==> src/include/pack_defines.svh <==
`ifndef PACK_DEFINES_SVH
`define PACK_DEFINES_SVH

// Payload word carried on every channel
`define PACK_WORD_W 32

// One memory line and its word slots
`define PACK_LINE_W 512
`define PACK_WORDS_PER_LINE 16

// Slot counter, wide enough for 0..WORDS_PER_LINE-1
`define PACK_CNT_W 4

// Lane count, any value of 2 or more
`define PACK_LANES 4

`endif
==> src/rtl/pack_pkg.sv <==
`include "pack_defines.svh"

package pack_pkg;

  // Channel tag, one-hot like the line interface expects
  typedef enum logic [1:0] {
    TAG_DATA = 2'b01,
    TAG_END  = 2'b10
  } tag_e;

  typedef enum logic [1:0] {
    OP_PASS    = 2'b00, // Word unchanged
    OP_INVERT  = 2'b01, // Bitwise complement
    OP_XOR_KEY = 2'b10, // XOR with key
    OP_SWAP    = 2'b11  // Byte order reversed
  } op_e;

  // 34 bits, tag on top
  typedef struct packed {
    tag_e                    tag;
    logic [`PACK_WORD_W-1:0] payload;
  } tagged_word_t;

endpackage

==> src/rtl/four_phase_if.sv <==
`include "pack_defines.svh"

interface four_phase_if;

  logic                    req;
  logic                    ack;
  logic [`PACK_WORD_W-1:0] word;
  logic                    last; // Final word of the stream

  modport sender (
    output req,
    output word,
    output last,
    input  ack
  );

  modport receiver (
    input  req,
    input  word,
    input  last,
    output ack
  );

endinterface

==> src/rtl/pack_top.sv <==
`include "pack_defines.svh"

module pack_top (
  input  logic                    clk,
  input  logic                    rst,
  input  logic                    in_valid,
  input  logic [`PACK_WORD_W-1:0] in_word,
  input  logic                    in_last,
  output logic                    in_ready,
  input  pack_pkg::op_e           op,
  input  logic [`PACK_WORD_W-1:0] key,
  input  logic                    start,
  input  logic                    wr_available,
  output logic                    wr_en,
  output logic [`PACK_LINE_W-1:0] wr_data,
  output logic                    done
);

  four_phase_if disp_ch [`PACK_LANES] (); // Dispatcher to lanes
  four_phase_if lane_ch [`PACK_LANES] (); // Lanes to collector

  logic                   coll_req;
  logic                   coll_ack;
  pack_pkg::tagged_word_t coll_data;

  word_dispatcher u_dispatcher (
    .clk      (clk),
    .rst      (rst),
    .in_valid (in_valid),
    .in_last  (in_last),
    .in_word  (in_word),
    .in_ready (in_ready),
    .lanes    (disp_ch)
  );

  genvar g;
  generate
    for (g = 0; g < `PACK_LANES; g++) begin : g_lane
      word_lane u_lane (
        .clk  (clk),
        .rst  (rst),
        .op   (op),
        .key  (key),
        .up   (disp_ch[g]),
        .down (lane_ch[g])
      );
    end
  endgenerate

  lane_collector u_collector (
    .clk      (clk),
    .rst      (rst),
    .lanes    (lane_ch),
    .out_req  (coll_req),
    .out_ack  (coll_ack),
    .out_data (coll_data)
  );

  line_packer u_packer (
    .clk          (clk),
    .rst          (rst),
    .start        (start),
    .wr_available (wr_available),
    .req          (coll_req),
    .ack          (coll_ack),
    .din          (coll_data),
    .wr_en        (wr_en),
    .wr_data      (wr_data),
    .done         (done)
  );

endmodule

==> src/rtl/line_packer.sv <==
`include "pack_defines.svh"

module line_packer (
  input  logic                    clk,
  input  logic                    rst,
  input  logic                    start,
  input  logic                    wr_available,
  input  logic                    req,
  output logic                    ack,
  input  pack_pkg::tagged_word_t  din,
  output logic                    wr_en,
  output logic [`PACK_LINE_W-1:0] wr_data,
  output logic                    done
);

  typedef enum logic [1:0] {
    IDLE,
    WAIT,
    DONE
  } state_e;

  state_e                  state;
  logic [`PACK_CNT_W-1:0]  cnt;   // Words already in the shift register
  logic [`PACK_LINE_W-1:0] shift; // Newest word at the top
  logic [`PACK_LINE_W-1:0] shift_in;
  logic                    line_full;

  assign shift_in  = {din.payload, shift[`PACK_LINE_W-1:`PACK_WORD_W]};
  assign line_full = (cnt == `PACK_CNT_W'(`PACK_WORDS_PER_LINE - 1));

  always_ff @(posedge clk) begin
    if (rst) begin
      state <= IDLE;
      cnt   <= '0;
      ack   <= 1'b0;
      wr_en <= 1'b0;
      done  <= 1'b0;
    end else begin
      wr_en <= 1'b0; // Single-cycle write strobe
      if (start && wr_available) begin
        case (state)
          IDLE: begin
            if (req) begin
              ack   <= 1'b1;
              state <= WAIT;
              case (din.tag)
                pack_pkg::TAG_DATA: begin
                  if (line_full) begin
                    cnt   <= '0;
                    wr_en <= 1'b1;
                  end else begin
                    cnt <= cnt + 1'b1;
                  end
                end
                pack_pkg::TAG_END: begin
                  if (cnt != '0) begin
                    wr_en <= 1'b1; // Flush the partial line
                  end
                  cnt   <= '0;
                  state <= DONE;
                end
                default: ;
              endcase
            end
          end
          WAIT: begin
            if (!req) begin
              ack   <= 1'b0;
              state <= IDLE;
            end
          end
          DONE: begin
            if (!req) begin
              ack <= 1'b0;
            end
            done <= 1'b1; // Held until reset
          end
          default: state <= IDLE;
        endcase
      end
    end
  end

  // Payload path
  always_ff @(posedge clk) begin
    if (start && wr_available && state == IDLE && req) begin
      if (din.tag == pack_pkg::TAG_DATA) begin
        shift <= shift_in;
        if (line_full) begin
          wr_data <= shift_in;
        end
      end else if (din.tag == pack_pkg::TAG_END) begin
        // Drop the stale low slots, zeros fill the top
        wr_data <= shift >> (`PACK_WORD_W * (`PACK_WORDS_PER_LINE - int'(cnt)));
      end
    end
  end

  a_wr_pulse: assert property (@(posedge clk) disable iff (rst) wr_en |=> !wr_en);

endmodule

==> src/rtl/lane_collector.sv <==
`include "pack_defines.svh"

module lane_collector (
  input  logic                   clk,
  input  logic                   rst,
  four_phase_if.receiver         lanes [`PACK_LANES],
  output logic                   out_req,
  input  logic                   out_ack,
  output pack_pkg::tagged_word_t out_data
);

  localparam int PTR_W = $clog2(`PACK_LANES);

  typedef enum logic [1:0] {
    WAIT_LANE,
    SEND,
    RELEASE,
    SEND_END
  } state_e;

  state_e                  state;
  logic [PTR_W-1:0]        ptr;
  logic [`PACK_LANES-1:0]  ack_q;
  logic [`PACK_LANES-1:0]  req_w;
  logic [`PACK_WORD_W-1:0] word_w [`PACK_LANES];
  logic                    last_w [`PACK_LANES];
  logic                    last_q; // Current word closes the stream

  genvar g;
  generate
    for (g = 0; g < `PACK_LANES; g++) begin : g_lane
      assign lanes[g].ack = ack_q[g];
      assign req_w[g]     = lanes[g].req;
      assign word_w[g]    = lanes[g].word;
      assign last_w[g]    = lanes[g].last;
    end
  endgenerate

  always_ff @(posedge clk) begin
    if (rst) begin
      state   <= WAIT_LANE;
      ptr     <= '0;
      ack_q   <= '0;
      out_req <= 1'b0;
      last_q  <= 1'b0;
    end else begin
      case (state)
        WAIT_LANE: begin
          if (req_w[ptr] && !out_ack) begin
            out_data.tag     <= pack_pkg::TAG_DATA;
            out_data.payload <= word_w[ptr];
            last_q           <= last_w[ptr];
            out_req          <= 1'b1;
            state            <= SEND;
          end
        end
        SEND: begin
          if (out_ack) begin
            out_req    <= 1'b0;
            ack_q[ptr] <= 1'b1; // Release the lane only once the packer has the word
            state      <= RELEASE;
          end
        end
        RELEASE: begin
          if (!req_w[ptr] && !out_ack) begin
            ack_q[ptr] <= 1'b0;
            if (ptr == PTR_W'(`PACK_LANES - 1)) begin
              ptr <= '0;
            end else begin
              ptr <= ptr + 1'b1;
            end
            if (last_q) begin
              out_data.tag     <= pack_pkg::TAG_END;
              out_data.payload <= '0;
              out_req          <= 1'b1;
              state            <= SEND_END;
            end else begin
              state <= WAIT_LANE;
            end
          end
        end
        SEND_END: begin
          if (out_ack) begin
            out_req <= 1'b0;
            last_q  <= 1'b0;
            state   <= WAIT_LANE;
          end
        end
        default: state <= WAIT_LANE;
      endcase
    end
  end

endmodule

==> src/rtl/word_lane.sv <==
`include "pack_defines.svh"

module word_lane (
  input  logic                    clk,
  input  logic                    rst,
  input  pack_pkg::op_e           op,
  input  logic [`PACK_WORD_W-1:0] key,
  four_phase_if.receiver          up,
  four_phase_if.sender            down
);

  typedef enum logic [1:0] {
    IDLE,
    HOLD,
    RELEASE
  } state_e;

  state_e                  state;
  logic                    up_ack_q;
  logic                    down_req_q;
  logic [`PACK_WORD_W-1:0] word_q;
  logic                    last_q;
  logic [`PACK_WORD_W-1:0] xform;

  always_comb begin
    case (op)
      pack_pkg::OP_INVERT:  xform = ~up.word;
      pack_pkg::OP_XOR_KEY: xform = up.word ^ key;
      pack_pkg::OP_SWAP:    xform = {<<8{up.word}};
      default:              xform = up.word;
    endcase
  end

  assign up.ack    = up_ack_q;
  assign down.req  = down_req_q;
  assign down.word = word_q;
  assign down.last = last_q;

  always_ff @(posedge clk) begin
    if (rst) begin
      state      <= IDLE;
      up_ack_q   <= 1'b0;
      down_req_q <= 1'b0;
    end else begin
      if (up_ack_q && !up.req) begin
        up_ack_q <= 1'b0; // Upstream release
      end
      case (state)
        IDLE: begin
          if (up.req && !up_ack_q) begin
            up_ack_q   <= 1'b1;
            down_req_q <= 1'b1;
            state      <= HOLD;
          end
        end
        HOLD: begin
          if (down.ack) begin
            down_req_q <= 1'b0;
            state      <= RELEASE;
          end
        end
        RELEASE: begin
          if (!down.ack && !up_ack_q) begin
            state <= IDLE;
          end
        end
        default: state <= IDLE;
      endcase
    end
  end

  always_ff @(posedge clk) begin
    if (state == IDLE && up.req && !up_ack_q) begin
      word_q <= xform;
      last_q <= up.last;
    end
  end

  // Collector must have closed the previous transfer
  a_no_req_on_ack: assert property (@(posedge clk) disable iff (rst)
    $rose(down.req) |-> !down.ack);

endmodule

==> src/rtl/word_dispatcher.sv <==
`include "pack_defines.svh"

module word_dispatcher (
  input  logic                    clk,
  input  logic                    rst,
  input  logic                    in_valid,
  input  logic                    in_last,
  input  logic [`PACK_WORD_W-1:0] in_word,
  output logic                    in_ready,
  four_phase_if.sender            lanes [`PACK_LANES]
);

  localparam int PTR_W = $clog2(`PACK_LANES);

  logic [PTR_W-1:0]        ptr;
  logic                    run_q;                // Low until the first cycle after reset
  logic [`PACK_LANES-1:0]  req_q;
  logic [`PACK_LANES-1:0]  ack_w;
  logic [`PACK_WORD_W-1:0] word_q [`PACK_LANES];
  logic                    last_q [`PACK_LANES];
  logic                    take;

  genvar g;
  generate
    for (g = 0; g < `PACK_LANES; g++) begin : g_lane
      assign lanes[g].req  = req_q[g];
      assign lanes[g].word = word_q[g];
      assign lanes[g].last = last_q[g];
      assign ack_w[g]      = lanes[g].ack;

      // Lane holds on to the word while it has not acknowledged it
      a_stable: assert property (@(posedge clk) disable iff (rst)
        lanes[g].req && !lanes[g].ack |=> $stable(lanes[g].word) && $stable(lanes[g].last));
    end
  endgenerate

  // Target lane idle when neither half of the handshake is up
  assign in_ready = run_q && !req_q[ptr] && !ack_w[ptr];
  assign take     = in_valid && in_ready;

  always_ff @(posedge clk) begin
    if (rst) begin
      run_q <= 1'b0;
      ptr   <= '0;
      req_q <= '0;
    end else begin
      run_q <= 1'b1;
      for (int i = 0; i < `PACK_LANES; i++) begin
        if (req_q[i] && ack_w[i]) begin
          req_q[i] <= 1'b0; // Lane took the word
        end
      end
      if (take) begin
        req_q[ptr] <= 1'b1;
        if (ptr == PTR_W'(`PACK_LANES - 1)) begin
          ptr <= '0;
        end else begin
          ptr <= ptr + 1'b1;
        end
      end
    end
  end

  always_ff @(posedge clk) begin
    if (take) begin
      word_q[ptr] <= in_word;
      last_q[ptr] <= in_last;
    end
  end

endmodule

==> config.mk <==
export PLATFORM = sky130hd
export DESIGN_NAME = pack_top
export DESIGN_NICKNAME = d
export VERILOG_FILES = /design/src/rtl/pack_pkg.sv /design/src/rtl/four_phase_if.sv /design/src/rtl/pack_top.sv /design/src/rtl/line_packer.sv /design/src/rtl/lane_collector.sv /design/src/rtl/word_lane.sv /design/src/rtl/word_dispatcher.sv
export VERILOG_INCLUDE_DIRS = /design/src /design/src/include
export SDC_FILE = /design/constraint.sdc
export NUM_CORES = 2
export LEC_CHECK = 0
export ABC_AREA = 1
export ABC_CLOCK_PERIOD_IN_PS = 132500
export BUFFER_PORTS_ARGS = -buffer_cell sky130_fd_sc_hd__buf_2
export CELL_PAD_IN_SITES_DETAIL_PLACEMENT = 1
export CELL_PAD_IN_SITES_GLOBAL_PLACEMENT = 1
export CORE_ASPECT_RATIO = 0.7
export CORE_MARGIN = 2
export CORE_UTILIZATION = 52
export CTS_BUF_LIST = sky130_fd_sc_hd__clkbuf_4
export DETAILED_ROUTE_END_ITERATION = 12
export PLACE_DENSITY_LB_ADDON = 0.1
export SETUP_SLACK_MARGIN = 0.5
export SKIP_CTS_REPAIR_TIMING = 1
export SYNTH_ARGS = -nofsm -noshare
export SYNTH_HDL_FRONTEND = slang
export SYNTH_SLANG_ARGS = --single-unit
==> constraint.sdc <==
create_clock -name clk -period 132.5 [get_ports clk]
set_input_delay 13.25 -clock clk [delete_from_list [all_inputs] [get_ports clk]]
set_output_delay 13.25 -clock clk [all_outputs]
set_load 0.05 [all_outputs]
# --- After elaboration in Yosys (flattened, before gate mapping) ---
# Memories as Yosys holds them, arrays and structs flattened. A register that Yosys moved wholly into a read port is not among the register bits.
# Cells that the tools add are included.
classes:
  shift: 1
  reduce_logical: 89
  add_sub_neg: 4
  n_eq_ne: 43
  n_mul: 0
  order_cmp: 5
  bitwise_logic: 18
  muxes: 109
  div: 0
ops:
  columns: ["cell", "n"]
  rows:
  - ["2-to-1 mux 512 bit", 3]
  - [">> shifter 512 x 32 -> 512 bit", 1]
  - ["case mux 32 bit (3 select lines)", 4]
  - ["NOT 32 bit", 4]
  - ["XOR 32 bit", 4]
  - ["2-to-1 mux 34 bit", 3]
  - ["case mux 34 bit (2 select lines)", 1]
  - ["binary-select mux 32 bit (select 2 bit)", 1]
  - ["2-to-1 mux 32 bit", 2]
  - ["2-to-1 mux 1 bit", 47]
  - ["2-to-1 mux 2 bit", 22]
  - ["!= test 2 x 1 -> 1 bit, second input constant", 19]
  - ["logical AND 1 bit", 34]
  - ["AND reduction 3 bit", 11]
  - ["case mux 2 bit (3 select lines)", 5]
  - ["== test 2 bit, second input constant", 12]
  - ["AND reduction 4 bit", 5]
  - ["nonzero test 2 bit", 9]
  - ["== test 2 x 1 -> 1 bit, second input constant", 8]
  - ["logical NOT 1 bit", 16]
  - ["2-to-1 mux 4 bit", 4]
  - ["case mux 4 bit (2 select lines)", 2]
  - ["case mux 1 bit (2 select lines)", 7]
  - ["logical NOT 2 bit", 6]
  - ["22 further kinds", 39]
word_totals:
  rom_bits: 0
  regBits: 1228
  mem_bits_rw: 132
  memories: 2
  latch_bits: 0
  wordCells: 304
  out_inout_bits: 515
memory_table:
  columns: ["memory", "words", "word_bits", "read_ports", "rd_ports_with_merged_regs", "write_ports", "line_no", "text"]
  rows:
  - ["u_dispatcher.word_q", 4, 32, 4, 0, 1, "word_dispatcher.sv:19", "logic [`PACK_WORD_W-1:0] word_q [`PACK_LANES];"]
  - ["u_dispatcher.last_q", 4, 1, 4, 4, 1, "word_dispatcher.sv:20", "logic last_q [`PACK_LANES];"]

# --- Longest topological paths before layout ---
depth:
  depth_word: 8
  depth_mapped: 16

# --- Cells and area by module ---
# From an unflattened synthesis, not the netlist that was laid out.
unflattened:
  hier_cells: 8491
  hier_area_um2: 71365.9
by_module_without_submodules:
  columns: ["mod", "instances", "cells_per_inst", "area_per_inst_um2", "seq_area_each_um2"]
  rows:
  - ["line_packer", 1, 6812, 55431.9, 30929.7]
  - ["word_lane (g_lane[1].u_lane ...)", 3, 280, 2200.9, 1071.0]
  - ["word_dispatcher", 1, 188, 4365.4, 4103.9]
  - ["lane_collector", 1, 386, 2825.2, 1221.2]
  - ["word_lane (g_lane[0].u_lane)", 1, 265, 2140.8, 1071.0]

# --- Least setup slack after synthesis ---
# Ideal clock, no wire load.
synth_path:
  kind: "input -> register"
  startpoint: "input port start"
  endpoint: "register u_packer.wr_data[0], enable pin"
  required_time_ps: 130356
  t_arrival_ps: 50700
  setup_slack_ps: 79656
  path_stages: 4
  cell_sequence: "nand2_1 > nor3_1 > inv_1 > a211oi_1"
synth_between:
  elab_chain_len: 4
synth_lines:
  columns: ["element", "line_no", "text"]
  rows:
  - ["start: declaration", "pack_top.sv:12", "input logic start,"]
  - ["logical AND 1 bit (3 in series)", "line_packer.sv:86", "if (start && wr_available && state == IDLE && req) begin"]
  - ["AND reduction 3 bit (no line)", null, null]
  - ["end signal: assignment", "line_packer.sv:90", "wr_data <= shift_in;"]
  - ["end signal: assignment", "line_packer.sv:94", "wr_data <= shift >> (`PACK_WORD_W * (`PACK_WORDS_PER_LINE - int'(cnt)));"]
  - ["end: declaration", "line_packer.sv:12", "output logic [`PACK_LINE_W-1:0] wr_data,"]
# No other way between the ends.
# A chain may end at the register's enable or synchronous reset.

# --- Final worst setup path ---
layout_path:
  startpoint: "input port start"
  endpoint: "register u_packer.wr_data[181], enable pin"
# The elaborated chain is that of the path after synthesis.

==> summary by stage <==
Synthesis
The share of the synthesized netlist area taken by xor and xnor gates is 0.000516. Of the synthesized area, sequential elements account for 0.597. A synthesized cell averages 9.60 um2. The area of the mapped netlist is 0.0679 mm2. The mux cell area share after synthesis is 0.0286.

Yosys attributes the largest share of cell area to sky130_fd_sc_hd__edfxtp_1, sky130_fd_sc_hd__nand2_1, sky130_fd_sc_hd__o21ai_0. The post-synthesis adder-cell area fraction is 0.00387. The dominant combinational cell family by area after synthesis is simple AND/OR/NAND/NOR gates. The distinct cell type count of the synthesized netlist is 31.

Of the total synthesized cell area, the portion taken by AND, OR, NAND and NOR gates is 0.193. In this run, synthesis inferred 1322 flip-flops with an integrated enable. By count the netlist is led by sky130_fd_sc_hd__nand2_1, sky130_fd_sc_hd__edfxtp_1, sky130_fd_sc_hd__o21ai_0.

The main flop type after synthesis is sky130_fd_sc_hd__edfxtp_1. Counting flops with an async set or reset pin after synthesis yields a share of 0. The top cell type's share of synthesized area is 0.584. The compound-gate portion of the synthesized area is 0.126. In the post-synthesis netlist, the cell with the most instances is sky130_fd_sc_hd__nand2_1. The cell count after synthesis came out at 7076.

After synthesis the netlist holds a flip-flop and latch count of 1364. The number of nets produced by synthesis is 7169. During synthesis, Yosys emitted a total of 0 warnings. Of all cell types, the one taking the most synthesized area is sky130_fd_sc_hd__edfxtp_1.

Worst setup path
The cell with the biggest individual delay on the critical path is sky130_fd_sc_hd__buf_4. STA classifies the critical path endpoint as a flop. The critical path goes through buf_2 > nand2_1 > nor3_1 > inv_1 > a211oi_4 > buf_4 > buf_4 > buf_4. The data arrival time of the critical path is 17.13 ns. The peak per-stage delay on the critical path is 0.97 ns. The capturing point of the worst reg2reg path is u_packer.wr_data[86]. The startpoint type of the worst setup path is a primary input. By instance count, the cell type seen most on the critical path is sky130_fd_sc_hd__buf_4. STA puts the critical path data required time at 133.44 ns. The termination of the worst setup path is u_packer.wr_data[181]. Counting cells, the worst reg-to-reg path comes to 9. The launch point of the worst reg-to-reg path is u_packer.cnt[0]. The setup path with the least slack is of type primary input to flop. Tracing the worst setup path back leads to its startpoint at start. The worst register-to-register path has a setup slack of 127.07 ns. In this run the worst path has a maximum fanout of 85.

Status
The run finished with clean final reports.

Drt
The final route contains 57700 vias. The post-route DRC violation count is 0. The remaining number of nets flagged by the antenna check after routing is 0.

Dividing the detail-routed wire length by the instance count gives 24.2 um. The detailed-routing iteration count for the pre-antenna-repair pass is 5. The via count normalized by instance count is 6.02. Wires add up to 232 mm. The number of DRC violations after detailed-routing iteration 0 is 5608.

Place
The congestion estimate from routability-driven global placement came to 0.886. The worst slack at placement is 115.02 ns. The placement-stage cell area is 0.0716 mm2. The half-perimeter wire length after placement is 150 mm.

During placement, the flow inserted port buffers numbering 586.

Hold path
The worst hold path class is flop to flop.

Pwr
Of the total power, the share spent switching nets is 0.301. The power per unit of standard cell area is 13.4 mW/mm2. Of the total power, the clock network draws 0.357. The leakage power figure is 0.0296 uW.

The net switching power is 306 uW. The part of the total power dissipated in sequential elements is 0.496. The internal power component is 712 uW. Of the total power, combinational logic draws 0.147. IR analysis of the VDD net gives a maximum drop of 0.0102 mV.

Layout
Of the cells placed in the final design, the portion with a size suffix greater than 1 is 0.170. The layout has 14900 filler cells. After routing the design area is 0.0759 mm2. For this run, the post-layout net count is 7675. The layout overhead on the synthesized area is 11.7%.

Floorplanning
The initial core utilization is 0.526. The area of the placeable core is 0.129 mm2. The vertical die dimension is 306 um. The die covers 0.134 mm2. The number of top-level pins is 587. Row generation in the floorplan step produced 110 rows. The die is 436 um wide.

CTS
The clock latency on the worst-skew pair is 1.38 ns. TritonCTS created 355 clock buffers. The root buffer cell is sky130_fd_sc_hd__clkbuf_4. The number of clock sinks is 1364. The total number of H-tree levels is 5. The clock transition at the registers of the reported paths is 0.07 ns. The longest clock path from root to sink contains 4 buffers. TritonCTS built the clock tree.

STA
For the pin with the worst max-slew slack, the measured transition is 1.18 ns. The final hold violation count is 0. The highest achievable clock rate is 61.7 MHz. Setup repair after global routing left no endpoint under its margin. The post-layout minimum cycle time is 16.19 ns. For the final database, setup skew stands at 0.0937 ns. The total negative slack is 0 ns. Setup violations remaining at the end of the flow were counted as 0. Setup slack on the critical path of the routed design comes to 116.31 ns. The final-report max-slew violation count is 0. The post-route worst hold slack is 0.425 ns.

Measured against its own limit, the worst slew margin works out to 0.209. The final critical-path share of the clock period is 0.122.

GRT
The first global-routing pass estimated 354 mm of wire. The global routing usage summed across all routing layers is 0.341. The pin count of the biggest net entering global routing is 215. The via count of the first global-routing pass is 59100. The number of antenna violations at the first check in global routing is 3. The overall overflow remaining after global route is 0.

Flow run
The number of max-capacitance violations reported is 0.
placed cells by master (no fill, tap or decap), types with 2 or more instances in the layout:
cell type and n:
sky130_fd_sc_hd__a211oi_1 4, sky130_fd_sc_hd__a21oi_1 130, sky130_fd_sc_hd__a22oi_1 33, sky130_fd_sc_hd__and2_1 32, sky130_fd_sc_hd__buf_12 5, sky130_fd_sc_hd__buf_2 584
sky130_fd_sc_hd__buf_4 62, sky130_fd_sc_hd__bufinv_16 2, sky130_fd_sc_hd__clkbuf_4 511, sky130_fd_sc_hd__clkinv_1 78, sky130_fd_sc_hd__clkinv_2 11, sky130_fd_sc_hd__dfxtp_1 40
sky130_fd_sc_hd__diode_2 10, sky130_fd_sc_hd__edfxtp_1 1322, sky130_fd_sc_hd__ha_1 18, sky130_fd_sc_hd__ha_4 2, sky130_fd_sc_hd__inv_1 344, sky130_fd_sc_hd__inv_2 7
sky130_fd_sc_hd__inv_8 5, sky130_fd_sc_hd__mux2i_1 194, sky130_fd_sc_hd__nand2_1 1973, sky130_fd_sc_hd__nand2_4 2, sky130_fd_sc_hd__nand3_1 603, sky130_fd_sc_hd__nand4_1 4
sky130_fd_sc_hd__nor2_1 334, sky130_fd_sc_hd__nor3_1 2, sky130_fd_sc_hd__o211ai_1 349, sky130_fd_sc_hd__o21ai_0 737, sky130_fd_sc_hd__o21ai_1 174, sky130_fd_sc_hd__o22ai_1 66
sky130_fd_sc_hd__or2_1 56, sky130_fd_sc_hd__or2_2 134, sky130_fd_sc_hd__xor2_1 3
worst min path at each step:
stage	slack, ns	startpoint	end	cells after the start
5_1_grt	0.43	u_packer.shift[370]	u_packer.shift[338]	0
3_5_place_dp	0.42	u_dispatcher.last_q[0]	g_lane[0].u_lane.down.last	0
2_1_floorplan	0.40	u_dispatcher.last_q[0]	g_lane[0].u_lane.down.last	0
4_1_cts	0.42	u_packer.shift[370]	u_packer.shift[338]	0
6_report	0.43	u_packer.shift[370]	u_packer.shift[338]	0
3_3_place_gp	0.40	u_dispatcher.last_q[0]	g_lane[0].u_lane.down.last	0
final cells by class:
| class | instances | area, um2 | share of cell area |
|---|---|---|---|
| flip-flops and latches | 1364 | 40500 | 0.534 |
| multi-input cells | 4858 | 24000 | 0.316 |
| clock buffers | 511 | 3840 | 0.0506 |
| repair buffers | 651 | 3490 | 0.0460 |
| well taps | 1736 | 2170 | 0.0286 |
| inverters | 352 | 1360 | 0.0180 |
| clock inverters | 97 | 434 | 0.00572 |
| diodes | 10 | 25.0 | 0.000330 |
kinds of logic (layout without fill, tap and decap cells):
family / Yosys count / count (layout)
AO/OA/AOI/OAI: 1496 / 1496
adder cells (fa/ha/maj): 21 / 21
flip-flops: 1364 / 1364
AND/OR/NAND/NOR: 3143 / 3143
multiplexers: 194 / 194
XOR/XNOR: 4 / 4
other: 0 / 10
buffers and inverters: 854 / 1611
state kept, by name, indices dropped and copies added, names as in the netlist, 4 cells and up, named ones only:
register and cells:
u_packer.shift 512, u_packer.wr_data 512, g_lane.u_lane.down.word 128, u_dispatcher.word_q 128, u_collector.out_data 34, g_lane.u_lane.state 8
g_lane.u_lane.down.last 4, g_lane.u_lane.down.req 4, g_lane.u_lane.up.ack 4, u_dispatcher.last_q 4, u_dispatcher.req_q 4, u_packer.cnt 4
power groups by stage:
| stage | clock [uW] | combinational (uW) | sequential, uW |
|---|---|---|---|
| 5_1_grt | 391 | 163 | 505 |
| 6_report | 364 | 150 | 504 |
| 3_5_place_dp | 0 | 148 | 514 |
| 3_3_place_gp | 0 | 142 | 513 |
| 4_1_cts | 370 | 149 | 504 |
| 2_1_floorplan | 0 | 91.8 | 529 |
routing by layer:
metal,GRT usage,part of all wire,up-vias
li1,-,-,26000
met1,0.437,0.40,28400
met2,0.542,0.46,2638
met3,0.0637,0.071,658
met4,0.207,0.064,3
met5,0,0.00044,-
worst max-delay path, delay by kind of cell:
kind | cells | cell delay (ns)
compound gates | 1 | 0.25
buf+inv | 5 | 2.95
simple gates | 2 | 0.47
metrics by stage:
| stage | utilization | cells | total power, uW |
|---|---|---|---|
| after floorplan | - | 7076 | 621 |
| after detailed placement | 0.554 | 8961 | 661 |
| after CTS | 0.587 | 9569 | 1020 |
| after global routing | 0.588 | 9577 | 1060 |
| final | 0.588 | 9579 | 1020 |
| after global placement | 0.554 | 8961 | 655 |
No activity file was read; power rests on OpenSTA's default activity.
